--- config.mk ---
export PLATFORM = sky130hd
export DESIGN_NAME = echoPortalTop
export DESIGN_NICKNAME = d
export VERILOG_FILES = /design/src/echoPortalPkg.sv /design/src/requestDecode.sv /design/src/msgQueue.sv /design/src/echoExecute.sv /design/src/indicationSerializer.sv /design/src/echoPortalTop.sv
export VERILOG_INCLUDE_DIRS = /design/src
export SDC_FILE = /design/constraint.sdc
export NUM_CORES = 1
export LEC_CHECK = 0
export BUFFER_PORTS_ARGS = -buffer_cell sky130_fd_sc_hd__buf_2
export CORE_ASPECT_RATIO = 1.25
export CORE_UTILIZATION = 60
export CTS_BUF_LIST = sky130_fd_sc_hd__clkbuf_4
export CTS_CLUSTER_SIZE = 25
export DETAILED_ROUTE_END_ITERATION = 10
export PLACE_DENSITY = 0.77
export SLEW_MARGIN = 40
export SYNTH_ARGS = -nofsm -noshare
export SYNTH_HDL_FRONTEND = slang
export SYNTH_SLANG_ARGS = --single-unit
--- constraint.sdc ---
create_clock -name CLK -period 18.91 [get_ports CLK]
set_clock_uncertainty 0.2 [all_clocks]
set_input_delay 2.8365 -clock CLK [delete_from_list [all_inputs] [get_ports CLK]]
set_output_delay 2.8365 -clock CLK [all_outputs]
set_load 0.02 [all_outputs]
--- src/echoPortal_defs.svh ---
`ifndef ECHO_PORTAL_DEFS_SVH
`define ECHO_PORTAL_DEFS_SVH

// host beat width
`define BUS_WIDTH 32

// payload limits in words
`define MAX_REQ_WORDS 4  // extra request words are dropped
`define MAX_IND_WORDS 5  // room for the appended sum word

// portal numbers
`define ECHO_REQUEST_ID    16'h0005
`define ECHO_INDICATION_ID 16'h0006

// method codes carried in the header
`define METHOD_ECHO  8'h00
`define METHOD_SWAP  8'h01
`define METHOD_SUM   8'h02
`define METHOD_ERROR 8'hFF  // reply code for an unknown method

`endif

--- src/echoPortalPkg.sv ---
`include "echoPortal_defs.svh"

package echoPortalPkg;

  // header word as it travels on the bus
  typedef struct packed {
    logic [7:0]  wordCount;  // ignored on requests
    logic [7:0]  method;
    logic [15:0] portal;
  } portalHeaderT;

  // assembled request, one queue item
  typedef struct packed {
    logic [7:0]                                 method;
    logic [2:0]                                 wordCount;  // 0 to 4
    logic [`MAX_REQ_WORDS-1:0][`BUS_WIDTH-1:0] words;
  } requestMsgT;

  // reply built by the execute step
  typedef struct packed {
    logic [7:0]                                 method;
    logic [2:0]                                 wordCount;  // 0 to 5
    logic [`MAX_IND_WORDS-1:0][`BUS_WIDTH-1:0] words;
  } indicationMsgT;

endpackage

--- src/requestDecode.sv ---
`timescale 1ns/10ps
`include "echoPortal_defs.svh"

module requestDecode (
  input  logic                      CLK,
  input  logic                      RST_N,
  input  logic                      sinkBeat,
  input  logic [`BUS_WIDTH-1:0]     sinkData,
  input  logic                      sinkLast,
  output logic                      sinkReady,
  input  logic                      reqFull,
  output logic                      reqPush,
  output echoPortalPkg::requestMsgT reqData,
  output logic                      badPortal
);
  import echoPortalPkg::*;

  portalHeaderT hdrIn;
  logic         beatTaken;
  logic         keepWord;
  logic         expectHeader;  // next beat opens a message
  logic         msgDone;       // message complete and waiting to leave
  logic         portalOk;
  logic [7:0]   method;
  logic [2:0]   wordCount;
  logic [`MAX_REQ_WORDS-1:0][`BUS_WIDTH-1:0] words;

  assign hdrIn     = sinkData;
  assign sinkReady = !msgDone;  // held low while a message is parked
  assign beatTaken = sinkBeat && sinkReady;
  assign keepWord  = beatTaken && !expectHeader && (wordCount < `MAX_REQ_WORDS);

  // parked message either goes to the queue or is thrown away
  assign reqPush   = msgDone && portalOk && !reqFull;
  assign badPortal = msgDone && !portalOk;

  assign reqData.method    = method;
  assign reqData.wordCount = wordCount;
  assign reqData.words     = words;

  always_ff @(posedge CLK) begin
    if (!RST_N) begin
      expectHeader <= 1'b1;
      msgDone      <= 1'b0;
      portalOk     <= 1'b0;
      method       <= '0;
      wordCount    <= '0;
    end else begin
      if (reqPush || badPortal)
        msgDone <= 1'b0;
      if (beatTaken) begin
        expectHeader <= sinkLast;
        if (sinkLast)
          msgDone <= 1'b1;
        if (expectHeader) begin
          // header beat latches routing info and restarts the count
          portalOk  <= (hdrIn.portal == `ECHO_REQUEST_ID);
          method    <= hdrIn.method;
          wordCount <= '0;
        end else if (keepWord) begin
          wordCount <= wordCount + 3'd1;
        end
      end
    end
  end

  // payload words land in arrival order and words past the limit are lost
  always_ff @(posedge CLK) begin
    if (keepWord)
      words[wordCount[1:0]] <= sinkData;
  end

  // the request queue only fills through a push from this side
  fullFollowsPush: assert property (
    @(posedge CLK) disable iff (!RST_N)
    $rose(reqFull) |-> $past(reqPush)
  );

endmodule

--- src/msgQueue.sv ---
`timescale 1ns/10ps

module msgQueue #(
  parameter type payloadT = logic [31:0]
) (
  input  logic    CLK,
  input  logic    RST_N,
  input  logic    push,
  input  payloadT pushData,
  output logic    full,
  input  logic    pop,
  output payloadT head,
  output logic    empty
);

  payloadT    mem [2];
  logic       wrPtr;
  logic       rdPtr;
  logic [1:0] count;  // 0, 1 or 2 items

  assign full  = (count == 2'd2);
  assign empty = (count == 2'd0);
  assign head  = mem[rdPtr];

  always_ff @(posedge CLK) begin
    if (push)
      mem[wrPtr] <= pushData;
  end

  always_ff @(posedge CLK) begin
    if (!RST_N) begin
      wrPtr <= 1'b0;
      rdPtr <= 1'b0;
      count <= 2'd0;
    end else begin
      if (push)
        wrPtr <= !wrPtr;
      if (pop)
        rdPtr <= !rdPtr;
      case ({push, pop})
        2'b10:   count <= count + 2'd1;
        2'b01:   count <= count - 2'd1;
        default: count <= count;  // both or neither
      endcase
    end
  end

  noPushWhenFull: assert property (
    @(posedge CLK) disable iff (!RST_N) push |-> !full
  );

  noPopWhenEmpty: assert property (
    @(posedge CLK) disable iff (!RST_N) pop |-> !empty
  );

endmodule

--- src/echoExecute.sv ---
`timescale 1ns/10ps
`include "echoPortal_defs.svh"

module echoExecute (
  input  logic                         reqEmpty,
  input  echoPortalPkg::requestMsgT    reqHead,
  output logic                         reqPop,
  input  logic                         indFull,
  output logic                         indPush,
  output echoPortalPkg::indicationMsgT indData
);

  localparam int HALF = `BUS_WIDTH / 2;

  logic [`BUS_WIDTH-1:0] sum;

  // one request in, one indication out, same cycle
  assign reqPop  = !reqEmpty && !indFull;
  assign indPush = reqPop;

  // wraps modulo 2**32, empty payload gives 0
  always_comb begin
    sum = '0;
    for (int i = 0; i < `MAX_REQ_WORDS; i++) begin
      if (i < reqHead.wordCount)
        sum = sum + reqHead.words[i];
    end
  end

  always_comb begin
    indData           = '0;
    indData.method    = reqHead.method;
    indData.wordCount = reqHead.wordCount;
    for (int i = 0; i < `MAX_REQ_WORDS; i++) begin
      indData.words[i] = reqHead.words[i];
    end

    case (reqHead.method)
      `METHOD_ECHO: begin
        // payload already copied
      end
      `METHOD_SWAP: begin
        for (int i = 0; i < `MAX_REQ_WORDS; i++) begin
          indData.words[i] = {reqHead.words[i][HALF-1:0],
                              reqHead.words[i][`BUS_WIDTH-1:HALF]};
        end
      end
      `METHOD_SUM: begin
        // sum goes right after the last payload word
        indData.words[reqHead.wordCount] = sum;
        indData.wordCount                = reqHead.wordCount + 3'd1;
      end
      default: begin
        indData.method    = `METHOD_ERROR;
        indData.wordCount = '0;  // header-only reply
      end
    endcase
  end

endmodule

--- src/indicationSerializer.sv ---
`timescale 1ns/10ps
`include "echoPortal_defs.svh"

module indicationSerializer (
  input  logic                         CLK,
  input  logic                         RST_N,
  input  logic                         indEmpty,
  input  echoPortalPkg::indicationMsgT indHead,
  output logic                         indPop,
  output logic                         sourceValid,
  output logic [`BUS_WIDTH-1:0]        sourceData,
  output logic                         sourceLast,
  input  logic                         sourceBeat
);
  import echoPortalPkg::*;

  portalHeaderT hdrOut;
  logic         beatDone;
  logic [2:0]   beatsLeft;  // header plus payload beats still to go
  logic [`MAX_IND_WORDS:0][`BUS_WIDTH-1:0] beatBuf;  // word 0 is on the bus

  assign indPop     = !sourceValid && !indEmpty;
  assign beatDone   = sourceBeat && sourceValid;
  assign sourceData = beatBuf[0];
  assign sourceLast = (beatsLeft == 3'd1);

  always_comb begin
    hdrOut.wordCount = 8'(indHead.wordCount);
    hdrOut.method    = indHead.method;
    hdrOut.portal    = `ECHO_INDICATION_ID;
  end

  always_ff @(posedge CLK) begin
    if (!RST_N) begin
      sourceValid <= 1'b0;
      beatsLeft   <= '0;
    end else if (indPop) begin
      sourceValid <= 1'b1;
      beatsLeft   <= indHead.wordCount + 3'd1;
    end else if (beatDone) begin
      beatsLeft <= beatsLeft - 3'd1;
      if (sourceLast)
        sourceValid <= 1'b0;  // idle again until the next load
    end
  end

  // header first and then payload from the lowest word up
  always_ff @(posedge CLK) begin
    if (indPop)
      beatBuf <= {indHead.words, hdrOut};
    else if (beatDone)
      beatBuf <= beatBuf >> `BUS_WIDTH;
  end

  // host only strobes while a beat is offered
  beatNeedsValid: assert property (
    @(posedge CLK) disable iff (!RST_N)
    sourceBeat |-> sourceValid
  );

endmodule

--- src/echoPortalTop.sv ---
`timescale 1ns/10ps
`include "echoPortal_defs.svh"

module echoPortalTop (
  input  logic                  CLK,
  input  logic                  RST_N,
  input  logic                  sinkBeat,
  input  logic [`BUS_WIDTH-1:0] sinkData,
  input  logic                  sinkLast,
  output logic                  sinkReady,
  input  logic                  sourceBeat,
  output logic                  sourceValid,
  output logic [`BUS_WIDTH-1:0] sourceData,
  output logic                  sourceLast,
  output logic                  badPortal
);
  import echoPortalPkg::*;

  logic          reqPush, reqFull, reqPop, reqEmpty;
  logic          indPush, indFull, indPop, indEmpty;
  requestMsgT    reqData, reqHead;
  indicationMsgT indData, indHead;

  requestDecode requestDecode_i (
    .CLK(CLK), .RST_N(RST_N),
    .sinkBeat(sinkBeat), .sinkData(sinkData), .sinkLast(sinkLast), .sinkReady(sinkReady),
    .reqFull(reqFull), .reqPush(reqPush), .reqData(reqData), .badPortal(badPortal)
  );

  msgQueue #(.payloadT(requestMsgT)) reqQueue_i (
    .CLK(CLK), .RST_N(RST_N),
    .push(reqPush), .pushData(reqData), .full(reqFull),
    .pop(reqPop), .head(reqHead), .empty(reqEmpty)
  );

  echoExecute echoExecute_i (
    .reqEmpty(reqEmpty), .reqHead(reqHead), .reqPop(reqPop),
    .indFull(indFull), .indPush(indPush), .indData(indData)
  );

  msgQueue #(.payloadT(indicationMsgT)) indQueue_i (
    .CLK(CLK), .RST_N(RST_N),
    .push(indPush), .pushData(indData), .full(indFull),
    .pop(indPop), .head(indHead), .empty(indEmpty)
  );

  indicationSerializer indicationSerializer_i (
    .CLK(CLK), .RST_N(RST_N),
    .indEmpty(indEmpty), .indHead(indHead), .indPop(indPop),
    .sourceValid(sourceValid), .sourceData(sourceData), .sourceLast(sourceLast),
    .sourceBeat(sourceBeat)
  );

endmodule

## Word level (Yosys, flattened, before mapping)

Memory sizes are Yosys's and may differ from the RTL's. A register that Yosys moved wholly into a read port is not among the register bits.
Index checks and enable logic that the tools add are counted.

- Reduce and logical (&&, ||, !) cells: 37
- Eq/ne operators: 10
- $add $sub $neg: 11
- Magnitude comparators: 9
- Multiplexer cells: 36

Operators with widths:

| cell | count |
|---|---|
| two-way mux 192 bit | 2 |
| case mux 128 bit (2 select lines) | 1 |
| two-way mux 32 bit | 7 |
| bitwise mux 160 bit | 1 |
| bitwise mux 128 bit | 1 |
| adder 32 bit | 3 |
| demux 32 bit (select 3 bit) | 1 |
| demux 32 bit (select 2 bit) | 1 |
| == test 16 x 3 -> 1 bit (second input constant) | 1 |
| two-way mux 1 bit | 14 |
| logical NOT 1 bit | 12 |
| two-way mux 3 bit | 4 |
| logical AND 1 bit | 11 |
| nonzero test 2 bit | 5 |
| adder 3 x 1 -> 3 bit (second input constant) | 3 |
| == test 2 bit (second input constant) | 4 |
| == test 8 x 1 -> 1 bit (second input constant) | 1 |
| == test 8 x 2 -> 1 bit (second input constant) | 1 |
| logical NOT 8 bit | 1 |
| two-way mux 8 bit | 1 |
| case mux 2 bit (2 select lines) | 2 |
| < comparator 1 x 3 -> 1 bit (first input constant) | 2 |
| < comparator 2 x 3 -> 1 bit (first input constant) | 2 |
| case mux 3 bit (2 select lines) | 1 |
| other kinds (15) | 21 |

- Logic and storage cells: 129
- Bits in writable memories: 620
- Flip-flop bits (word level): 346
- Input port bits: 37
- Memories: 2
- Output and inout port bits: 36

Memory list:

| name | depth | width | read ports | clocked after Yosys merged registers in | write ports | line | text |
|---|---|---|---|---|---|---|---|
| indQueue_i.mem | 2 | 171 | 1 | 1 | 1 | msgQueue.sv:16 | `payloadT mem [2];` |
| reqQueue_i.mem | 2 | 139 | 1 | 1 | 1 | msgQueue.sv:16 |  |

## Depth between registers and ports, before layout

Gate-level depths: netlist of run 1.

- Word-level depth: 10
- Depth in mapped cells: 43
- Depth with buffers taken out: 36

## Cells and area by module

From an unflattened synthesis of run 1, not the netlist that was laid out.

- Cells, all modules: 2957
- Area, all modules: 43481.7 µm²

By module, submodules not included:

| module | cells each | area each (µm²) | times used | sequential area each (µm²) |
|---|---|---|---|---|
| msgQueue (indQueue_i) | 554 | 12907.4 | 1 | 10369.9 |
| msgQueue (reqQueue_i) | 454 | 10234.8 | 1 | 8448.1 |
| echoExecute | 1256 | 7947.6 | 1 | 0.0 |
| indicationSerializer | 486 | 7877.6 | 1 | 5635.4 |
| requestDecode | 207 | 4514.3 | 1 | 4124.0 |

## Least setup slack after synthesis of run 1

Ideal clock, no wire load.

- Path type: flip-flop to flip-flop
- Start: register reqQueue_i.count[0]
- End: memory indQueue_i.mem[0][0] (netlist bit), enable pin
- Buffers on the path: 0
- Data required time: 18.003 ns
- Arrival: 7.697 ns
- Library setup time: 0.707 ns
- Clock period less this slack: 8.604 ns
- Stages on the path, launching flop included: 3
- Slack: 10.306 ns
- Path through: dfxtp_1 o22ai_1 nor2_1

- Longest elaborated chain between the ends: 5

Ends and longest elaborated chain:

| item | line | text |
|---|---|---|
| start, declared | msgQueue.sv:19 | `logic [1:0] count;` |
| start signal, assigned | msgQueue.sv:41 | `2'b10: count <= count + 2'd1;` |
| start signal, assigned | msgQueue.sv:42 | `2'b01: count <= count - 2'd1;` |
| start signal, assigned | msgQueue.sv:43 | `default: count <= count;` |
| logical NOT 2 bit | msgQueue.sv:22 | `assign empty = (count == 2'd0);` |
| logical NOT 1 bit | echoExecute.sv:18 | `assign reqPop = !reqEmpty && !indFull;` |
| logical AND 1 bit | echoExecute.sv:18 |  |
| two-way mux 1 bit | msgQueue.sv:26 | `if (push)` |
| two-way mux 1 bit (not written as such) | msgQueue.sv:27 | `mem[wrPtr] <= pushData;` |
| end, declared | msgQueue.sv:16 |  |

No other way between the ends.

==> impl_metrics.prom, run 1 <==
# TYPE chip_impl_metric gauge
chip_impl_metric{name="grt_pass1_wl",unit="mm"} 173.1
chip_impl_metric{name="netlist-cell-type-count",unit=""} 104
chip_impl_info{name="critical_path.endpoint_type",value="flip-flop"} 1
chip_impl_metric{name="edff_count_synth",unit=""} 919
chip_impl_metric{name="power.total",unit="mW"} 6.092
chip_impl_metric{name="final-hold-violation-count",unit=""} 0
chip_impl_metric{name="finalWeightedCongestion",unit=""} 1.016
chip_impl_metric{name="setup_ws",unit="ps"} 8436
chip_impl_info{name="clock-root-buffer",value="sky130_fd_sc_hd__clkbuf_4"} 1
chip_impl_metric{name="r2r_cells",unit=""} 35
chip_impl_metric{name="place_hpwl",unit="mm"} 85.55
chip_impl_metric{name="timing_worst_slew_pin_value",unit="ps"} 885.8
chip_impl_metric{name="remaining_drc_errors",unit=""} 0
chip_impl_metric{name="postSynthCellCount",unit=""} 3167
chip_impl_metric{name="num_vias",unit=""} 27770
chip_impl_metric{name="fraction_of_layout_cells_with_a_size_suffix_above_1",unit=""} 0.1717
chip_impl_info{name="critPathSlowestCell",value="sky130_fd_sc_hd__dfxtp_4"} 1
chip_impl_metric{name="place.port_buffers",unit=""} 72
chip_impl_metric{name="post_cts_resized",unit=""} 0
chip_impl_metric{name="cts_buffer_depth",unit=""} 3
chip_impl_metric{name="synthToLayoutAreaGrowth",unit="%"} 9.356
chip_impl_metric{name="power.ir.vdd_worst",unit="V"} 0.0001784
chip_impl_metric{name="total_leakage_power",unit="nW"} 16.21
chip_impl_metric{name="min_path_cells",unit=""} 0
chip_impl_metric{name="detail_route.first_pass.iterations",unit=""} 6
chip_impl_info{name="hold_path_class",value="reg -> reg"} 1
chip_impl_metric{name="die_height",unit="um"} 301.5
chip_impl_metric{name="period_share",unit=""} 0.5539
chip_impl_metric{name="fin_crit",unit="ps"} 10470
chip_impl_metric{name="design.die.area",unit="mm^2"} 0.07285
chip_impl_info{name="synth_flop_type",value="sky130_fd_sc_hd__edfxtp_1"} 1
chip_impl_metric{name="antenna_found_initial",unit=""} 5
chip_impl_info{name="tritoncts",value="done"} 1
chip_impl_metric{name="instances_no_fill",unit=""} 4442
chip_impl_metric{name="r2r_slack",unit="ps"} 8440
chip_impl_metric{name="clock_tree.htree_level_count",unit=""} 4
chip_impl_metric{name="finalSetupViolations",unit=""} 0
chip_impl_metric{name="cell_rows",unit=""} 109
chip_impl_metric{name="worst_rel_slew_slack",unit=""} 0.3926
chip_impl_metric{name="placeableCoreArea",unit="mm^2"} 0.07092
chip_impl_metric{name="io_pins",unit=""} 73
chip_impl_info{name="rr_endpoint",value="indQueue_i.mem[1][158]"} 1
chip_impl_metric{name="cp.arrival",unit="ps"} 11090
chip_impl_metric{name="max_freq",unit="GHz"} 0.09547
chip_impl_metric{name="max-cap-violations",unit=""} 0
chip_impl_metric{name="die_w",unit="um"} 241.6
chip_impl_metric{name="numCtsBuffers",unit=""} 214
chip_impl_metric{name="final_nets",unit=""} 3467
chip_impl_metric{name="yosys_warnings",unit=""} 0
chip_impl_metric{name="post_cts_buffers",unit=""} 0
chip_impl_metric{name="post_synth.cell_area_avg",unit="um^2"} 13.60
chip_impl_info{name="timing.critical_path.from_type",value="flip-flop"} 1
chip_impl_metric{name="final_max_slew_viol_count",unit=""} 0
chip_impl_metric{name="post_synth_instance_area",unit="mm^2"} 0.04306
chip_impl_metric{name="layout.core_utilization",unit=""} 0.6640
chip_impl_info{name="critical_path.most_common_cell",value="sky130_fd_sc_hd__o21ai_0"} 1
chip_impl_metric{name="routed_wl",unit="mm"} 120.4
chip_impl_metric{name="p_per_area",unit="mW/mm^2"} 129.4
chip_impl_metric{name="insertion_delay",unit="ps"} 1050
chip_impl_info{name="rsz0062_at_grt",value="false"} 1
chip_impl_metric{name="max_stage_delay",unit="ps"} 660
chip_impl_metric{name="fillers",unit=""} 4973
chip_impl_metric{name="synth_sequential_area_ratio",unit=""} 0.6636
chip_impl_metric{name="cts.clk_slew.worst_paths",unit="ps"} 70
chip_impl_metric{name="grt_util_all_layers",unit=""} 0.3299
chip_impl_metric{name="required",unit="ps"} 19530
chip_impl_metric{name="final_ant_viol_nets",unit=""} 0
chip_impl_metric{name="synthArstFlopShare",unit=""} 0
chip_impl_metric{name="floorplan.initialDensity",unit=""} 0.6072
chip_impl_info{name="run_status",value="completed"} 1
chip_impl_metric{name="detail_route.vias_per_cell",unit=""} 6.252
chip_impl_metric{name="yosys_register_bits",unit=""} 968
chip_impl_info{name="worst_hold_startpoint",value="requestDecode_i.reqData[33]"} 1
chip_impl_metric{name="placed_cells_incl_taps",unit=""} 4051
chip_impl_metric{name="crit_path_max_fanout",unit=""} 122
chip_impl_metric{name="grt_max_degree",unit=""} 123
chip_impl_metric{name="syn-num-nets",unit=""} 3308
chip_impl_metric{name="overflow",unit=""} 0
chip_impl_metric{name="first_iter_violations",unit=""} 2888
chip_impl_info{name="timing.hold.worst_endpoint",value="reqQueue_i.mem[1][33]"} 1
chip_impl_metric{name="tns",unit="ps"} 0
chip_impl_metric{name="wl_per_cell",unit="um"} 27.10
chip_impl_metric{name="cts.sink_count",unit=""} 968
chip_impl_metric{name="preCtsSetupSlack",unit="ps"} 8830
chip_impl_info{name="timing.setup.critical_path_class",value="reg -> reg"} 1
chip_impl_metric{name="hold_buffers",unit=""} 0
chip_impl_metric{name="via_count_of_the_first_global_routing_pass",unit=""} 27370
cell type report:
type	count	area (um^2)	area share
antenna	4	10.01	0.0002126
clock buffer	308	2312	0.04910
clock inverter	77	422.9	0.008981
inverter	87	326.6	0.006935
multi-input combinational	1930	13390	0.2843
sequential	968	28580	0.6070
tap	943	1180	0.02506
timing repair buffer	125	865.8	0.01839
metrics by stage:
step	area [um^2]	hold WS, ps
after floorplan	43060	217.8
after global placement	44190	221.5
after detailed placement	44290	229.6
after CTS	47030	227.2
after global routing	47090	228.0
final	47090	225.9
worst max-delay path by stage:
stage	cells after the start	endpoint	from
floorplan	2	indQueue_i.mem[0][0]	reqQueue_i.count[0]
global placement	35	indQueue_i.mem[0][158]	flip-flop
detailed placement	35	indQueue_i.mem[0][158]	flip-flop
CTS	35	indQueue_i.mem[1][158]	flip-flop
global route	35	indQueue_i.mem[0][158]	flip-flop
finish	35	indQueue_i.mem[1][158]	flip-flop
registers in the layout, summed over array words and instances (netlist names), 2 cells and up, named ones only:
register                           count
indQueue_i.mem                       342
reqQueue_i.mem                       278
indicationSerializer_i.beatBuf       160
requestDecode_i.reqData              128
indicationSerializer_i.sourceData     32
requestDecode_i.method                 8
indicationSerializer_i.beatsLeft       3
requestDecode_i.wordCount              3
indQueue_i.count                       2
reqQueue_i.count                       2
logic make-up (layout without fill, tap and decap cells):
group                      count (synthesis)  count (layout)  share of synthesized area
and+or+nand+nor                          709             709                    0.07531
adders and majority gates                104             104                    0.03074
xor gates and xnor gates                  93              93                    0.01993
muxes                                    311             311                    0.07528
other                                      0               4                          0
buffers and inverters                    269             597                    0.02801
DFF                                      968             968                     0.6636
AOI/OAI and AO/OA                        713             713                     0.1071
per-layer routing:
layer | up-vias | GRT usage | wire length [um]
li1 | 12420 | - | -
met1 | 13840 | 0.4381 | 48470
met2 | 1312 | 0.5346 | 58030
met3 | 201 | 0.05144 | 8946
met4 | 0 | 0.1615 | 4918
met5 | - | 0 | 0
power breakdown:
group	total, mW	leakage (nW)	internal, mW	switching [mW]
registers	2.87	8.73	2.76	0.115
logic	1.66	5.85	0.540	1.12
clock network	1.56	1.62	0.795	0.769
worst max-delay path, delay by kind of cell (launching register included):
kind,cells,cell delay [ps]
AOI/OAI and AO/OA,15,3660
xor gates and xnor gates,2,240
adders and majority gates,3,1130
buffers and inverters,3,1060
DFF,1,660
and+or+nand+nor,12,3130
synth_stat cells (21+ instances only):
cell                       count  area (um^2)
sky130_fd_sc_hd__a21o_1       55        412.9
sky130_fd_sc_hd__a21oi_1     109        545.5
sky130_fd_sc_hd__a221o_1      23        230.2
sky130_fd_sc_hd__a22oi_1      29        217.7
sky130_fd_sc_hd__and2_1       21        131.4
sky130_fd_sc_hd__buf_2        30        150.1
sky130_fd_sc_hd__buf_4        32        240.2
sky130_fd_sc_hd__clkbuf_1    106        397.9
sky130_fd_sc_hd__dfxtp_1      49        980.9
sky130_fd_sc_hd__edfxtp_1    919        27600
sky130_fd_sc_hd__ha_1        101         1264
sky130_fd_sc_hd__inv_1        87        326.6
sky130_fd_sc_hd__mux2_2       66        743.2
sky130_fd_sc_hd__mux2i_1     240         2402
sky130_fd_sc_hd__nand2_1     306         1149
sky130_fd_sc_hd__nand3_1      42        210.2
sky130_fd_sc_hd__nor2_1      185        694.4
sky130_fd_sc_hd__nor3_1       31        155.2
sky130_fd_sc_hd__o21ai_0     260         1301
sky130_fd_sc_hd__o221ai_1     30        262.8
sky130_fd_sc_hd__o22ai_1      57        356.6
sky130_fd_sc_hd__xnor2_1      61        534.3
sky130_fd_sc_hd__xor2_1       27        236.5
cells in the final DEF, fill, tap and decap left out, types with 39 or more instances in the layout:
cell type	Yosys	layout
sky130_fd_sc_hd__ha_1	101	101
sky130_fd_sc_hd__a21o_1	55	55
sky130_fd_sc_hd__mux2i_1	240	236
sky130_fd_sc_hd__xnor2_1	61	61
sky130_fd_sc_hd__edfxtp_1	919	919
sky130_fd_sc_hd__o21ai_0	260	256
sky130_fd_sc_hd__mux2_2	66	66
sky130_fd_sc_hd__buf_2	30	72
sky130_fd_sc_hd__clkbuf_4	0	308
sky130_fd_sc_hd__clkinv_1	0	57
sky130_fd_sc_hd__dfxtp_1	49	47
sky130_fd_sc_hd__nor2_1	185	180
sky130_fd_sc_hd__inv_1	87	86
sky130_fd_sc_hd__a21oi_1	109	109
sky130_fd_sc_hd__nand2_1	306	305
sky130_fd_sc_hd__buf_4	32	39
sky130_fd_sc_hd__nand3_1	42	42
sky130_fd_sc_hd__o22ai_1	57	57
(Power assumes the default switching activity.)
==> inputs of run 2 (changes only) <==
--- a/config.mk
+++ b/config.mk
@@ -6,13 +6,14 @@
 export SDC_FILE = /design/constraint.sdc
 export NUM_CORES = 1
 export LEC_CHECK = 0
+export ABC_AREA = 1
 export BUFFER_PORTS_ARGS = -buffer_cell sky130_fd_sc_hd__buf_2
 export CORE_ASPECT_RATIO = 1.25
-export CORE_UTILIZATION = 60
+export CORE_UTILIZATION = 59
 export CTS_BUF_LIST = sky130_fd_sc_hd__clkbuf_4
 export CTS_CLUSTER_SIZE = 25
 export DETAILED_ROUTE_END_ITERATION = 10
-export PLACE_DENSITY = 0.77
+export PLACE_DENSITY = 0.78
 export SLEW_MARGIN = 40
 export SYNTH_ARGS = -nofsm -noshare
 export SYNTH_HDL_FRONTEND = slang
==> constraint.sdc (replaced) <==
create_clock -name CLK -period 8.9 [get_ports CLK]
set_clock_uncertainty 0.2 [all_clocks]
set_input_delay 1.335 -clock CLK [delete_from_list [all_inputs] [get_ports CLK]]
set_output_delay 1.335 -clock CLK [all_outputs]
set_load 0.02 [all_outputs]
==> run 2 against run 1 <==
Cell area is 5.6% higher; global-route usage increased by 0.36 points; critical path depth rose by 3; synthesized cell count grew 37%; final cell count rose by 27%; sequential share of layout area fell by 3.2 points; utilization is 1.1 points lower; hold slack worse by 31 ps.
==> impl_metrics.prom, run 2 <==
# TYPE chip_impl_metric gauge
chip_impl_info{name="run_status",value="completed"} 1
chip_impl_metric{name="timing_worst_slew_pin_value",unit="ps"} 1032
chip_impl_metric{name="overflow",unit=""} 0
chip_impl_metric{name="floorplan.initialDensity",unit=""} 0.5969
chip_impl_info{name="hold_path_class",value="reg -> reg"} 1
chip_impl_metric{name="synth.area.mux_share",unit=""} 0.002613
chip_impl_metric{name="synth-xor-area-share",unit=""} 0.008087
chip_impl_metric{name="postSynthCellCount",unit=""} 4327
chip_impl_metric{name="synthToLayoutAreaGrowth",unit="%"} 9.335
chip_impl_metric{name="max_freq",unit="GHz"} 0.1230
chip_impl_metric{name="post_cts_buffers",unit=""} 0
chip_impl_metric{name="placeableCoreArea",unit="mm^2"} 0.07621
chip_impl_metric{name="first_iter_violations",unit=""} 3894
chip_impl_metric{name="routed_wl",unit="mm"} 130.2
chip_impl_metric{name="io_pins",unit=""} 73
chip_impl_metric{name="final-hold-violation-count",unit=""} 0
chip_impl_metric{name="syn-num-nets",unit=""} 4468
chip_impl_metric{name="r2r_slack",unit="ps"} 770
chip_impl_metric{name="hold_buffers",unit=""} 0
chip_impl_metric{name="cts_buffer_depth",unit=""} 3
chip_impl_metric{name="adder_and_majority_gate_portion_of_the_synthesized_area",unit=""} 0.02910
chip_impl_metric{name="finalSetupViolations",unit=""} 0
chip_impl_info{name="timing.setup.critical_path_class",value="reg -> reg"} 1
chip_impl_metric{name="place_hpwl",unit="mm"} 91.09
chip_impl_metric{name="via_count_of_the_first_global_routing_pass",unit=""} 32230
chip_impl_metric{name="cts.clk_slew.worst_paths",unit="ps"} 70
chip_impl_metric{name="remaining_drc_errors",unit=""} 0
chip_impl_metric{name="synth_top_area_frac",unit=""} 0.6067
chip_impl_info{name="synth_flop_type",value="sky130_fd_sc_hd__edfxtp_1"} 1
chip_impl_metric{name="insertion_delay",unit="ps"} 1120
chip_impl_metric{name="yosys_register_bits",unit=""} 968
chip_impl_metric{name="die_height",unit="um"} 312.4
chip_impl_info{name="synth_top_family_by_area",value="simple AND/OR/NAND/NOR gates"} 1
chip_impl_info{name="layout.cells.most_common_list",value="919 x sky130_fd_sc_hd__edfxtp_1, 884 x sky130_fd_sc_hd__nand2_1, 406 x sky130_fd_sc_hd__inv_1, 379 x sky130_fd_sc_hd__nor2_1, 322 x sky130_fd_sc_hd__clkbuf_4"} 1
chip_impl_metric{name="edff_count_synth",unit=""} 919
chip_impl_metric{name="cell_rows",unit=""} 113
chip_impl_metric{name="grt_pass1_wl",unit="mm"} 192.2
chip_impl_metric{name="cts.sink_count",unit=""} 968
chip_impl_metric{name="final_max_slew_viol_count",unit=""} 0
chip_impl_metric{name="final_ant_viol_nets",unit=""} 0
chip_impl_metric{name="post_synth_instance_area",unit="mm^2"} 0.04549
chip_impl_info{name="rsz0062_at_grt",value="false"} 1
chip_impl_metric{name="period_share",unit=""} 0.9134
chip_impl_info{name="synth_commonest_cells",value="919 x sky130_fd_sc_hd__edfxtp_1, 885 x sky130_fd_sc_hd__nand2_1, 409 x sky130_fd_sc_hd__inv_1"} 1
chip_impl_metric{name="max_stage_delay",unit="ps"} 420
chip_impl_metric{name="detail_route.first_pass.iterations",unit=""} 8
chip_impl_metric{name="clock_tree.htree_level_count",unit=""} 4
chip_impl_metric{name="finalWeightedCongestion",unit=""} 1.035
chip_impl_metric{name="required",unit="ps"} 9500
chip_impl_metric{name="grt_util_all_layers",unit=""} 0.3335
chip_impl_metric{name="place.port_buffers",unit=""} 72
chip_impl_metric{name="crit_path_max_fanout",unit=""} 36
chip_impl_metric{name="fraction_of_layout_cells_with_a_size_suffix_above_1",unit=""} 0.1527
chip_impl_metric{name="largest_register_ff_count",unit=""} 342
chip_impl_info{name="timing.critical_path.from_type",value="flip-flop"} 1
chip_impl_metric{name="fin_crit",unit="ps"} 8129
chip_impl_metric{name="post_synth.cell_area_avg",unit="um^2"} 10.51
chip_impl_metric{name="preCtsSetupSlack",unit="ps"} 946.7
chip_impl_metric{name="setup_ws",unit="ps"} 770.6
chip_impl_metric{name="synth-compound-area-share",unit=""} 0.1171
chip_impl_info{name="clock-root-buffer",value="sky130_fd_sc_hd__clkbuf_4"} 1
chip_impl_info{name="worst_hold_startpoint",value="requestDecode_i.reqData[61]"} 1
chip_impl_metric{name="final_nets",unit=""} 4612
chip_impl_info{name="critical_path.most_common_cell",value="sky130_fd_sc_hd__nand2_1"} 1
chip_impl_info{name="layout.cells.most_common",value="sky130_fd_sc_hd__edfxtp_1"} 1
chip_impl_metric{name="die_w",unit="um"} 250.4
chip_impl_metric{name="netlist-cell-type-count",unit=""} 68
chip_impl_metric{name="design.die.area",unit="mm^2"} 0.07822
chip_impl_info{name="critPathSlowestCell",value="sky130_fd_sc_hd__ha_1"} 1
chip_impl_info{name="synth.most_common_cell",value="sky130_fd_sc_hd__edfxtp_1"} 1
chip_impl_metric{name="wl_per_cell",unit="um"} 23.17
chip_impl_info{name="regMostFlops",value="indQueue_i.mem"} 1
chip_impl_metric{name="grt_max_degree",unit=""} 136
chip_impl_metric{name="yosys_warnings",unit=""} 0
chip_impl_info{name="largest_registers",value="indQueue_i.mem (342), reqQueue_i.mem (278), indicationSerializer_i.beatBuf (160)"} 1
chip_impl_metric{name="synth_sequential_area_ratio",unit=""} 0.6282
chip_impl_info{name="critical_path.endpoint_type",value="flip-flop"} 1
chip_impl_metric{name="synthSimpleGateAreaFrac",unit=""} 0.1574
chip_impl_metric{name="detail_route.vias_per_cell",unit=""} 5.986
chip_impl_metric{name="synthArstFlopShare",unit=""} 0
chip_impl_metric{name="cp.arrival",unit="ps"} 8730
chip_impl_metric{name="post_cts_resized",unit=""} 0
chip_impl_info{name="synth_top_area_cell",value="sky130_fd_sc_hd__edfxtp_1"} 1
chip_impl_info{name="synth.top_cells.by_area",value="sky130_fd_sc_hd__edfxtp_1 61%, sky130_fd_sc_hd__nand2_1 7.3%, sky130_fd_sc_hd__inv_1 3.4%"} 1
chip_impl_metric{name="numCtsBuffers",unit=""} 218
chip_impl_metric{name="fillers",unit=""} 5808
chip_impl_metric{name="layout.core_utilization",unit=""} 0.6526
chip_impl_metric{name="max-cap-violations",unit=""} 0
chip_impl_info{name="tritoncts",value="done"} 1
chip_impl_metric{name="tns",unit="ps"} 0
chip_impl_metric{name="num_vias",unit=""} 33650
chip_impl_metric{name="worst_rel_slew_slack",unit=""} 0.3048
chip_impl_metric{name="antenna_found_initial",unit=""} 10
run 2: cell count changes in the layout (fill, tap and decap cells not counted), sizes merged, moves of 23 or more:
| cell | change |
|---|---|
| mux2i | -235 |
| mux2 | -67 |
| nand2 | +593 |
| or2 | +108 |
| o31ai | +127 |
| a21o | -40 |
| buf | +24 |
| xnor2 | -49 |
| nand3 | +127 |
| inv | +337 |
| a221o | -23 |
| o211ai | +24 |
| a21oi | +162 |
| nor2 | +206 |
run 2: worst max-delay path, delay by kind of cell, from the launching register on:
family	cells	cell delay, ps
flip-flops	1	360
AND/OR/NAND/NOR	18	2410
adder cells (fa/ha/maj)	3	1100
buffers and inverters	6	950
AO/OA/AOI/OAI	10	2590
XOR/XNOR	1	160
run 2: through the flow:
stage / hold slack [ps] / instance area [um^2] / cells
after floorplan: 221.5 / 45490 / 4327
after global placement: 221.7 / 46810 / 5226
after detailed placement: 229.0 / 46930 / 5228
after CTS: 146.0 / 49720 / 5614
after global routing: 203.7 / 49730 / 5619
final: 194.7 / 49740 / 5621
run 2: cells by family after synthesis:
kind of cell    Yosys count
fa+ha+maj               104
xor+xnor                 42
compound gates          879
buf+inv                 649
mux                       9
flops                   968
simple gates           1676
run 2: worst paths after layout:
kind	endpoint	cells past startpoint
max reg2reg	indQueue_i.mem[1][61]	38
min	reqQueue_i.mem[0][61]	0
min reg2reg	reqQueue_i.mem[0][61]	0
max	indQueue_i.mem[1][61]	38
run 2: layout make-up:
cell class / count / area (um^2) / share of cell area
tap: 977 / 1222 / 0.02458
clock inverter: 64 / 369.1 / 0.007421
antenna: 7 / 17.52 / 0.0003522
multi-input combinational: 2710 / 14440 / 0.2903
sequential: 968 / 28580 / 0.5747
inverter: 425 / 1614 / 0.03245
clock buffer: 322 / 2417 / 0.04860
timing repair buffer: 148 / 1074 / 0.02158
run 2: layer usage:
| layer | GRT usage | vias up | share of wire |
|---|---|---|---|
| li1 | - | 15500 | - |
| met3 | 0.07346 | 288 | 0.098 |
| met4 | 0.1676 | 2 | 0.046 |
| met5 | 0 | - | 0.00012 |
| met1 | 0.4330 | 16130 | 0.39 |
| met2 | 0.5313 | 1727 | 0.47 |
Power of run 2 is left out: the tool's default activity adds up to more than one toggle a clock period on the data nets, which glitch-free logic cannot reach.
